`src/hw/replay_cfg.svh`:
```
////////////////////////////////////////////////////////////
// sizes and field widths of the replay buffer
// REPLAY_ROWS must be a power of two, the pointers wrap
// the sum of the field widths sets the micro-op width (79)
// REPLAY_SKIP_LEVEL must stay below REPLAY_ROWS
////////////////////////////////////////////////////////////
`ifndef REPLAY_CFG_SVH
`define REPLAY_CFG_SVH

// buffer geometry
`define REPLAY_ROWS       8
`define REPLAY_LANES      3
`define REPLAY_SKIP_LEVEL 4

// micro-op payload fields
`define VADDR_W 44
`define REG_W   9
`define LSQ_W   9
`define WQ_W    6
`define ATTR_W  4
`define SZ_W    5
`define TYPE_W  2

`endif

```
`src/hw/replay_mop_pkg.sv`:
```
////////////////////////////////////////////////////////////
// payload types of one memory micro-op
// field order in mop_t follows the capture order of the core
////////////////////////////////////////////////////////////
`default_nettype none

`include "replay_cfg.svh"

package replay_mop_pkg;

  typedef logic [`VADDR_W-1:0] vaddr_t;
  typedef logic [`REG_W-1:0]   reg_no_t;
  typedef logic [`TYPE_W-1:0]  op_type_t;
  typedef logic [`SZ_W-1:0]    op_size_t;
  typedef logic [`LSQ_W-1:0]   lsq_idx_t;
  typedef logic [`WQ_W-1:0]    wq_idx_t;
  typedef logic [`ATTR_W-1:0]  attr_t;

  // address sits in the top bits, attribute in the bottom
  typedef struct packed {
    vaddr_t   addr;
    reg_no_t  reg_no;
    op_type_t op_type;
    op_size_t size;
    lsq_idx_t lsq;
    wq_idx_t  wq;
    attr_t    attr;
  } mop_t;

endpackage

`default_nettype wire

```
`src/hw/replay_queue_pkg.sv`:
```
////////////////////////////////////////////////////////////
// row pointer, lane mask and occupancy types of the buffer
// occupancy needs one bit more than the row pointer
////////////////////////////////////////////////////////////
`default_nettype none

`include "replay_cfg.svh"

package replay_queue_pkg;

  typedef logic [$clog2(`REPLAY_ROWS)-1:0]   row_idx_t;
  typedef logic [`REPLAY_LANES-1:0]          lane_mask_t;
  typedef logic [$clog2(`REPLAY_ROWS+1)-1:0] occ_t;

  // replay sequencer states
  typedef enum logic [1:0] {
    SEQ_IDLE,
    SEQ_REPLAY,
    SEQ_FLUSH
  } seq_state_t;

endpackage

`default_nettype wire

```
`src/hw/replay_row_if.sv`:
```
////////////////////////////////////////////////////////////
// one row write from the capture stage into the row store
// no handshake, skip keeps a free row available
// wr_row is driven from outside by the sequencer tail
////////////////////////////////////////////////////////////
`timescale 1ns/1ps
`default_nettype none

`include "replay_cfg.svh"

interface replay_row_if;

  logic                         wr_en;
  replay_queue_pkg::row_idx_t   wr_row;
  replay_mop_pkg::mop_t         wr_lanes [`REPLAY_LANES];
  replay_queue_pkg::lane_mask_t wr_mask;

  modport capture (
    output wr_en,
    output wr_lanes,
    output wr_mask,
    input  wr_row
  );

  modport store (
    input wr_en,
    input wr_row,
    input wr_lanes,
    input wr_mask
  );

endinterface

`default_nettype wire

```
`src/hw/replay_capture.sv`:
```
////////////////////////////////////////////////////////////
// registers the incoming lanes and their conflict flags
// the row write goes out one cycle after capture
// lanes presented during rs_stall are dropped
// except cancels both the incoming and the registered row
////////////////////////////////////////////////////////////
`timescale 1ns/1ps
`default_nettype none

`include "replay_cfg.svh"

module replay_capture (
  input  wire logic                         clk,
  input  wire logic                         rst,
  input  wire replay_queue_pkg::lane_mask_t in_conflict,
  input  wire replay_mop_pkg::mop_t         in_mop0,
  input  wire replay_mop_pkg::mop_t         in_mop1,
  input  wire replay_mop_pkg::mop_t         in_mop2,
  input  wire logic                         rs_stall,
  input  wire logic                         except,
  replay_row_if.capture                     wr
);

  replay_queue_pkg::lane_mask_t cap_mask;
  replay_mop_pkg::mop_t         cap_lanes [`REPLAY_LANES];

  // flags are control state
  always_ff @(posedge clk) begin
    if (rst) begin
      cap_mask <= '0;
    end else if (except) begin
      cap_mask <= '0;
    end else if (!rs_stall) begin
      cap_mask <= in_conflict;
    end
  end

  // payload only, stale lanes are harmless with a zero mask
  always_ff @(posedge clk) begin
    if (!rs_stall) begin
      cap_lanes[0] <= in_mop0;
      cap_lanes[1] <= in_mop1;
      cap_lanes[2] <= in_mop2;
    end
  end

  // a stalled row waits in the register, written once
  assign wr.wr_en    = (|cap_mask) && !rs_stall && !except;
  assign wr.wr_mask  = cap_mask;
  assign wr.wr_lanes = cap_lanes;

endmodule

`default_nettype wire

```
`src/hw/replay_row_store.sv`:
```
////////////////////////////////////////////////////////////
// eight-row store of lanes and conflict masks
// read address is registered when rd_en is high
// a read of a row written on the same edge sees the new data
// no reset on the rows, the sequencer valid bits cover them
////////////////////////////////////////////////////////////
`timescale 1ns/1ps
`default_nettype none

`include "replay_cfg.svh"

module replay_row_store (
  input  wire logic                         clk,
  input  wire logic                         rst,
  replay_row_if.store                       wr,
  input  wire logic                         rd_en,
  input  wire replay_queue_pkg::row_idx_t   rd_row_next,
  output      replay_mop_pkg::mop_t         rd_lanes [`REPLAY_LANES],
  output      replay_queue_pkg::lane_mask_t rd_mask
);

  replay_mop_pkg::mop_t         lane_mem [`REPLAY_ROWS][`REPLAY_LANES];
  replay_queue_pkg::lane_mask_t mask_mem [`REPLAY_ROWS];
  replay_queue_pkg::row_idx_t   rd_addr_q;

  always_ff @(posedge clk) begin
    if (rst) begin
      rd_addr_q <= '0;
    end else if (rd_en) begin
      rd_addr_q <= rd_row_next;
    end
  end

  // whole row in one write
  always_ff @(posedge clk) begin
    if (wr.wr_en) begin
      mask_mem[wr.wr_row] <= wr.wr_mask;
      for (int l = 0; l < `REPLAY_LANES; l++) begin
        lane_mem[wr.wr_row][l] <= wr.wr_lanes[l];
      end
    end
  end

  // asynchronous read behind the registered address
  for (genvar l = 0; l < `REPLAY_LANES; l++) begin : g_rd_lane
    assign rd_lanes[l] = lane_mem[rd_addr_q][l];
  end

  assign rd_mask = mask_mem[rd_addr_q];

endmodule

`default_nettype wire

```
`src/hw/replay_sequencer.sv`:
```
////////////////////////////////////////////////////////////
// head/tail pointers, row valid bits and replay order
// oldest row first, lowest flagged lane first
// rs_stall freezes pointers, masks and the outputs
// except drops every pending row at the same edge
// skip has hysteresis: set at the skip level, cleared at zero
////////////////////////////////////////////////////////////
`timescale 1ns/1ps
`default_nettype none

`include "replay_cfg.svh"

module replay_sequencer (
  input  wire logic                         clk,
  input  wire logic                         rst,
  input  wire logic                         row_push,
  input  wire replay_mop_pkg::mop_t         rd_lanes [`REPLAY_LANES],
  input  wire replay_queue_pkg::lane_mask_t rd_mask,
  input  wire logic                         rs_stall,
  input  wire logic                         except,
  output      replay_queue_pkg::row_idx_t   wr_row,
  output      logic                         rd_en,
  output      replay_queue_pkg::row_idx_t   rd_row_next,
  output      logic                         out_valid,
  output      replay_mop_pkg::mop_t         out_mop,
  output      logic                         skip
);

  localparam int LANE_W = $clog2(`REPLAY_LANES);

  replay_queue_pkg::row_idx_t   head;
  replay_queue_pkg::row_idx_t   tail;
  replay_queue_pkg::occ_t       occ;
  replay_queue_pkg::lane_mask_t rem_mask;
  replay_queue_pkg::lane_mask_t cur_mask;
  replay_queue_pkg::lane_mask_t sel_bit;
  replay_queue_pkg::seq_state_t state;
  logic [`REPLAY_ROWS-1:0]      valid;
  logic [LANE_W-1:0]            sel_lane;
  logic                         pop;
  logic                         last_lane;

  // a freshly reached head row takes its mask from the store
  assign cur_mask = (state == replay_queue_pkg::SEQ_REPLAY) ? rem_mask : rd_mask;

  // lowest remaining lane
  always_comb begin
    sel_lane = '0;
    for (int l = `REPLAY_LANES - 1; l >= 0; l--) begin
      if (cur_mask[l]) begin
        sel_lane = LANE_W'(l);
      end
    end
  end

  assign sel_bit   = replay_queue_pkg::lane_mask_t'(1) << sel_lane;
  assign last_lane = (cur_mask & ~sel_bit) == '0;

  assign out_valid = valid[head] && !except && (state != replay_queue_pkg::SEQ_FLUSH);
  assign out_mop   = rd_lanes[sel_lane];
  assign pop       = out_valid && !rs_stall;

  // next head goes straight to the store read address
  always_comb begin
    if (except) begin
      rd_row_next = tail;
    end else if (pop && last_lane) begin
      rd_row_next = replay_queue_pkg::row_idx_t'(head + 1'b1);
    end else begin
      rd_row_next = head;
    end
  end

  assign rd_en  = !rs_stall || except;
  assign wr_row = tail;

  always_ff @(posedge clk) begin
    if (rst) begin
      head     <= '0;
      tail     <= '0;
      valid    <= '0;
      occ      <= '0;
      rem_mask <= '0;
      state    <= replay_queue_pkg::SEQ_IDLE;
    end else if (except) begin
      // capture has no row in flight, so tail stays
      head     <= tail;
      valid    <= '0;
      occ      <= '0;
      rem_mask <= '0;
      state    <= replay_queue_pkg::SEQ_FLUSH;
    end else if (state == replay_queue_pkg::SEQ_FLUSH) begin
      state <= replay_queue_pkg::SEQ_IDLE;
    end else if (!rs_stall) begin
      if (row_push) begin
        valid[tail] <= 1'b1;
        tail        <= replay_queue_pkg::row_idx_t'(tail + 1'b1);
      end
      if (pop) begin
        if (last_lane) begin
          valid[head] <= 1'b0;
          head        <= rd_row_next;
          state       <= replay_queue_pkg::SEQ_IDLE;
        end else begin
          rem_mask <= cur_mask & ~sel_bit;
          state    <= replay_queue_pkg::SEQ_REPLAY;
        end
      end
      case ({row_push, pop && last_lane})
        2'b10:   occ <= replay_queue_pkg::occ_t'(occ + 1'b1);
        2'b01:   occ <= replay_queue_pkg::occ_t'(occ - 1'b1);
        default: occ <= occ;
      endcase
    end
  end

  always_ff @(posedge clk) begin
    if (rst) begin
      skip <= 1'b0;
    end else if (occ >= replay_queue_pkg::occ_t'(`REPLAY_SKIP_LEVEL)) begin
      skip <= 1'b1;
    end else if (occ == '0) begin
      skip <= 1'b0;
    end
  end

endmodule

`default_nettype wire

```
`src/hw/replay_cam.sv`:
```
////////////////////////////////////////////////////////////
// load/store replay buffer top level
// the sender must stop raising conflict flags while skip
// is high and hold its lanes through rs_stall
// out_mop is meaningful only with out_valid
////////////////////////////////////////////////////////////
`timescale 1ns/1ps
`default_nettype none

`include "replay_cfg.svh"

module replay_cam (
  input  wire logic                         clk,
  input  wire logic                         rst,
  input  wire replay_queue_pkg::lane_mask_t in_conflict,
  input  wire replay_mop_pkg::mop_t         in_mop0,
  input  wire replay_mop_pkg::mop_t         in_mop1,
  input  wire replay_mop_pkg::mop_t         in_mop2,
  input  wire logic                         rs_stall,
  input  wire logic                         except,
  output      logic                         out_valid,
  output      replay_mop_pkg::mop_t         out_mop,
  output      logic                         skip
);

  replay_row_if row_if ();

  replay_mop_pkg::mop_t         rd_lanes [`REPLAY_LANES];
  replay_queue_pkg::lane_mask_t rd_mask;
  replay_queue_pkg::row_idx_t   rd_row_next;
  logic                         rd_en;

  replay_capture u_capture (
    .clk         (clk),
    .rst         (rst),
    .in_conflict (in_conflict),
    .in_mop0     (in_mop0),
    .in_mop1     (in_mop1),
    .in_mop2     (in_mop2),
    .rs_stall    (rs_stall),
    .except      (except),
    .wr          (row_if.capture)
  );

  replay_row_store u_store (
    .clk         (clk),
    .rst         (rst),
    .wr          (row_if.store),
    .rd_en       (rd_en),
    .rd_row_next (rd_row_next),
    .rd_lanes    (rd_lanes),
    .rd_mask     (rd_mask)
  );

  // tail pointer feeds the row write address
  replay_sequencer u_sequencer (
    .clk         (clk),
    .rst         (rst),
    .row_push    (row_if.wr_en),
    .rd_lanes    (rd_lanes),
    .rd_mask     (rd_mask),
    .rs_stall    (rs_stall),
    .except      (except),
    .wr_row      (row_if.wr_row),
    .rd_en       (rd_en),
    .rd_row_next (rd_row_next),
    .out_valid   (out_valid),
    .out_mop     (out_mop),
    .skip        (skip)
  );

endmodule

`default_nettype wire

```
`config.mk`:
```
export PLATFORM = sky130hd
export DESIGN_NAME = replay_cam
export DESIGN_NICKNAME = d
export VERILOG_FILES = /design/src/hw/replay_mop_pkg.sv /design/src/hw/replay_queue_pkg.sv /design/src/hw/replay_row_if.sv /design/src/hw/replay_capture.sv /design/src/hw/replay_row_store.sv /design/src/hw/replay_sequencer.sv /design/src/hw/replay_cam.sv
export VERILOG_INCLUDE_DIRS = /design/src /design/src/hw
export SDC_FILE = /design/constraint.sdc
export NUM_CORES = 2
export LEC_CHECK = 0
export ABC_AREA = 1
export BUFFER_PORTS_ARGS = -buffer_cell sky130_fd_sc_hd__buf_2
export CORE_MARGIN = 2
export CORE_UTILIZATION = 30
export CTS_CLUSTER_DIAMETER = 100
export CTS_CLUSTER_SIZE = 40
export DETAILED_ROUTE_END_ITERATION = 7
export PLACE_DENSITY = 0.52
export SKIP_LAST_GASP = 1
export SLEW_MARGIN = 20
export SYNTH_ARGS = -nofsm -noshare
export SYNTH_HDL_FRONTEND = slang
export SYNTH_SLANG_ARGS = --single-unit
```
`constraint.sdc`:
```
create_clock -name clk -period 24.4 [get_ports clk]
set_input_delay 7.32 -clock clk [delete_from_list [all_inputs] [get_ports clk]]
set_output_delay 7.32 -clock clk [all_outputs]
set_load 0.01 [all_outputs]
```
======== Yosys cells after proc, flatten, opt, wreduce, memory -nomap -nowiden ========
Memory sizes are Yosys's and may differ from the RTL's. A register that Yosys moved wholly into a read port is not among the register bits.
Cells that the tools add are included.
storage, ports and cells
  register bits ........................... 267
  bits in writable memories ............... 1920
  output and inout bits ................... 81
  memories kept ........................... 2
memories
  name              depth  width  rd ports  clocked after memory_dff  write ports  RTL line                text
  u_store.lane_mem  8      237    1         1                         1            replay_row_store.sv:22  replay_mop_pkg::mop_t lane_mem [`REPLAY_ROWS][`REPLAY_LANES];
  u_store.mask_mem  8      3      1         1                         1            replay_row_store.sv:23  replay_queue_pkg::lane_mask_t mask_mem [`REPLAY_ROWS];
operators by class
  add/subtract/negate cells ............... 4
  $lt $le $gt $ge ......................... 6
  eq/ne operators ......................... 8
  shift-type cells ........................ 1
  multiplexer cells ....................... 41
  bitwise logic cells ..................... 10
  reductions and logical operators ........ 28
operators with widths
  operator                                                            count
  binary-select mux 79 bit (select 2 bit)                             1
  two-way mux 79 bit                                                  2
  two-way mux 8 bit                                                   7
  two-way mux 3 bit                                                   12
  two-way mux 2 bit                                                   7
  AND reduction 4 bit                                                 3
  AND 8 bit                                                           1
  logical AND 1 bit                                                   8
  less-than comparator 3 x 4 -> 1 bit (second input constant)         2
  two-way mux 1 bit                                                   8
  NOT 8 bit                                                           1
  OR 8 bit                                                            1
  case mux 4 bit (2 select lines)                                     1
  nonzero test 2 bit                                                  4
  adder 3 x 1 -> 3 bit (second input constant)                        2
  demux 1 bit (select 3 bit)                                          2
  greater-or-equal comparator 3 x 1 -> 1 bit (second input constant)  2
  AND reduction 2 bit                                                 3
  OR reduction 3 bit                                                  2
  adder 4 x 1 -> 4 bit (second input constant)                        1
  == test 2 x 1 -> 1 bit (second input constant)                      2
  == test 2 bit (second input constant)                               2
  greater-or-equal comparator 4 x 3 -> 1 bit (second input constant)  1
  logical NOT 4 bit                                                   1
  17 further kinds                                                    22

======== Logic depth before layout (Yosys ltp) ========
  word-level depth ........................ 17
  depth in mapped cells ................... 24

======== Modules after synthesis ========
From an unflattened synthesis, not the netlist that was laid out.
unflattened totals
  cell total of the unflattened synthesis .. 9156
  area, all modules ....................... 93627.3 um^2
modules (own cells, without submodules)
  module            times used  cells an instance  area each (um^2)
  replay_row_store  1           8329               83426.3
  replay_capture    1           261                7257.0
  replay_sequencer  1           566                2944.1

======== Worst setup path after synthesis ========
Ideal clock, no wire load.
  kind .................................... input port to flip-flop
  start ................................... input port rs_stall
  end ..................................... memory u_store.lane_mem[0][0] (netlist bit) (enable)
  setup time .............................. 0.846 ns
  data arrival time ....................... 18.048 ns
  slack ................................... 5.506 ns
  stages on the path ...................... 6
  cells stage by stage .................... clkbuf_1 nor3_1 inv_1 nor2_1 inv_1 nor2_1
on the way
  longest elaborated chain between the ends .. 5
ends and longest elaborated chain
  item                                     RTL line                text
  start: declaration                       replay_cam.sv:19        input wire logic rs_stall,
  logical NOT 1 bit                        replay_capture.sv:48    assign wr.wr_en = (|cap_mask) && !rs_stall && !except;
  logical AND 1 bit (2 in a row)           replay_capture.sv:48
  two-way mux 1 bit                        replay_row_store.sv:36  if (wr.wr_en) begin
  two-way mux 1 bit (not written as such)  replay_row_store.sv:39  lane_mem[wr.wr_row][l] <= wr.wr_lanes[l];
  end: declaration                         replay_row_store.sv:22
Every way passes these cells.

======== Final worst setup path ========
  start ................................... input port except
  end ..................................... output port out_valid
on the way
  longest elaborated chain between the ends .. 3
ends and longest elaborated chain
  item                            RTL line                text
  start: declaration              replay_cam.sv:20        input wire logic except,
  logical NOT 1 bit               replay_sequencer.sv:59  assign out_valid = valid[head] && !except && (state != replay_queue_pkg::SEQ_FLUSH);
  logical AND 1 bit (2 in a row)  replay_sequencer.sv:59
  end: declaration                replay_cam.sv:21        output logic out_valid,
Every way passes these cells.

==> out/metrics.cfg <==
[placement]
dp_worst_setup_slack_ns=9.11
numPortBuffers=324
place_hpwl_um=136000
place.gp.congestion=0.785

[grt]
grt_usage=0.168
overflow=0
grt_max_degree=238
grt_pass1_wl_um=352000
antenna_found_initial=56
first_global_vias=47900

[die]
rows=194
coreArea_sq_um=279000
die_area_sq_um=284000
die_x_um=533
die_y_um=533
initial_utilization=0.301
io_pins=325

[clocking]
cts_sinks=2190
cts_hold_buf=0
cts.reportedPaths.clkPinSlew_ns=0.13
cts_max_level=3
cts_tree=yes
cts.path.max_buffers=3
cts_setup_buffers=0
cts_resized=0
cts-root-buf=clkbuf_16
clock_latency_ns=0.79
cts_buffers=81

[drt]
num_vias=50400
drcViolationCount=0
drt-total-wl_um=247000
firstDrtPassIters=6
drtAntennaViolNets=0
drt-initial-drc-count=5107
avgViaCountPerCell=5.01
wire_per_inst_um=24.6

[logic_synthesis]
synth_warnings=0
postSynthAreaPerCell_sq_um=13.6
synth_cell_type_count=34
synth_edf_count=2157
synth_largest_area_cell=edfxtp_1
synth_flop_cell=edfxtp_1
synth_seq_cells=2190
yosysTopAreaCellShare=0.772
async_reset_ff_frac=0
synth_cells=6173
synth_area_leaders=edfxtp_1 77%, nor2_1 3.9%, o21ai_0 3.9%, nand2_1 3.9%, o22ai_1 2.4%
synth_nets=6422
syn_area_sq_um=83900
seq_area_frac_synth=0.780

[power]
peakVddDrop_uv=59.5
leakage_nw=30.0
p_per_area_nw_per_um2=73.3

[critical_path]
path_max_fanout=7
cp.required_ns=17.08
arrival_ns=7.98
startpoint_type=input pin
end_kind=primary output
crit_type=input pin to primary output

[worst_hold_path]
hold_path.class=register to register

[final_layout]
area_growth_pct=10.1
final_common_cell=edfxtp_1
drive_above_1_share=0.0913
nets=6496
final_cell_mix=2157 x edfxtp_1, 871 x nor2_1, 861 x nand2_1

[timing]
whs_ns=0.459
setup_viol=0
tns_ns=0
slew_headroom=0.248
fmax_mhz=65.4
tightest_slew_ns=1.13
report.final.slew_viol_count=0
grt_setup_unrepaired=no
min_period_ns=15.30
setup_slack_ns=9.10
hold_viol_final=0
fin_crit_sh=0.627
fin_skew_ns=0.0801

[run]
maxCapViolCount=0

[status]
status=finished, final reports clean

-- cells by family after synthesis --
logic type | share of synthesized area
adders and majority gates | 0.000746
and+or+nand+nor | 0.0983
DFF | 0.780
buffers and inverters | 0.0244
xor gates and xnor gates | 0.000313
AOI/OAI and AO/OA | 0.0965
-- cell usage after synthesis, types with 2 or more instances --
library cell	number
a21oi_1	233
buf_1	28
buf_2	139
buf_4	4
buf_6	8
clkbuf_1	238
dfxtp_1	33
edfxtp_1	2157
ha_1	5
inv_1	57
inv_2	3
nand2_1	861
nand2_2	5
nand3_1	184
nand3_2	4
nand4_1	82
nor2_1	879
nor3_1	30
o211ai_1	3
o21ai_0	647
o21ai_1	87
o22ai_1	316
o31ai_1	132
o32ai_1	27
xor2_1	2
-- power breakdown --
part / switching (mW) / internal [mW]
combinational: 0.384 / 0.132
sequential: 0.0741 / 4.20
clock: 1.26 / 0.718
-- worst max-delay path, cell delays in order --
cell	delay [ns]
buf_2	0.14
nor2_1	0.16
inv_1	0.09
nor2_1	0.13
buf_2	0.14
-- stage by stage --
stage	instances	util	total power, mW	cell area [sq um]
after floorplan	6173	-	4.60	83900
after global placement	9887	0.320	4.88	89300
after detailed placement	9887	0.320	4.88	89300
after CTS	10000	0.331	6.83	92300
after global routing	10000	0.331	6.98	92300
final	10100	0.331	6.77	92400
-- flip-flops by register name (all words and copies together), names as in the netlist, named ones only --
name and flops:
u_sequencer.occ 4, u_sequencer.state 2, u_capture.wr.wr_lanes 237, u_sequencer.head 3, u_store.mask_mem 24, u_sequencer.rem_mask 3
u_capture.wr.wr_mask 3, u_sequencer.valid 8, u_sequencer.skip 1, u_store.lane_mem 1896, u_sequencer.wr_row 3, u_store.rd_addr_q 3
-- area by class of cell --
class,instances,area (sq um)
inverter,61,270
tap,3724,4660
multi-input combinational,3505,16500
fill,27100,187000
sequential,2190,65400
clock inverter,59,951
clock buffer,83,2060
antenna,21,52.6
timing repair buffer,408,2420
-- routing by layer --
metal | share of wire | track usage | wire length (um)
met1 | 0.45 | 0.240 | 112000
met2 | 0.46 | 0.267 | 115000
met3 | 0.057 | 0.0225 | 14200
met4 | 0.026 | 0.0495 | 6390
met5 | 0.00042 | 0 | 103
-- final timing paths --
check | start | end | slack [ns] | cells past startpoint
max | except | out_valid | 9.10 | 5
min reg2reg | u_sequencer.rem_mask[0]$_SDFFE_PP0P_ | u_sequencer.rem_mask[0]$_SDFFE_PP0P_ | 0.46 | 2
max reg2reg | u_capture.wr.wr_mask[0]$_SDFFE_PP0N_ | u_store.lane_mem[1][228]$_DFFE_PP_ | 18.56 | 11
min | u_sequencer.rem_mask[0]$_SDFFE_PP0P_ | u_sequencer.rem_mask[0]$_SDFFE_PP0P_ | 0.46 | 2
No activity file was read; power rests on OpenSTA's default activity.
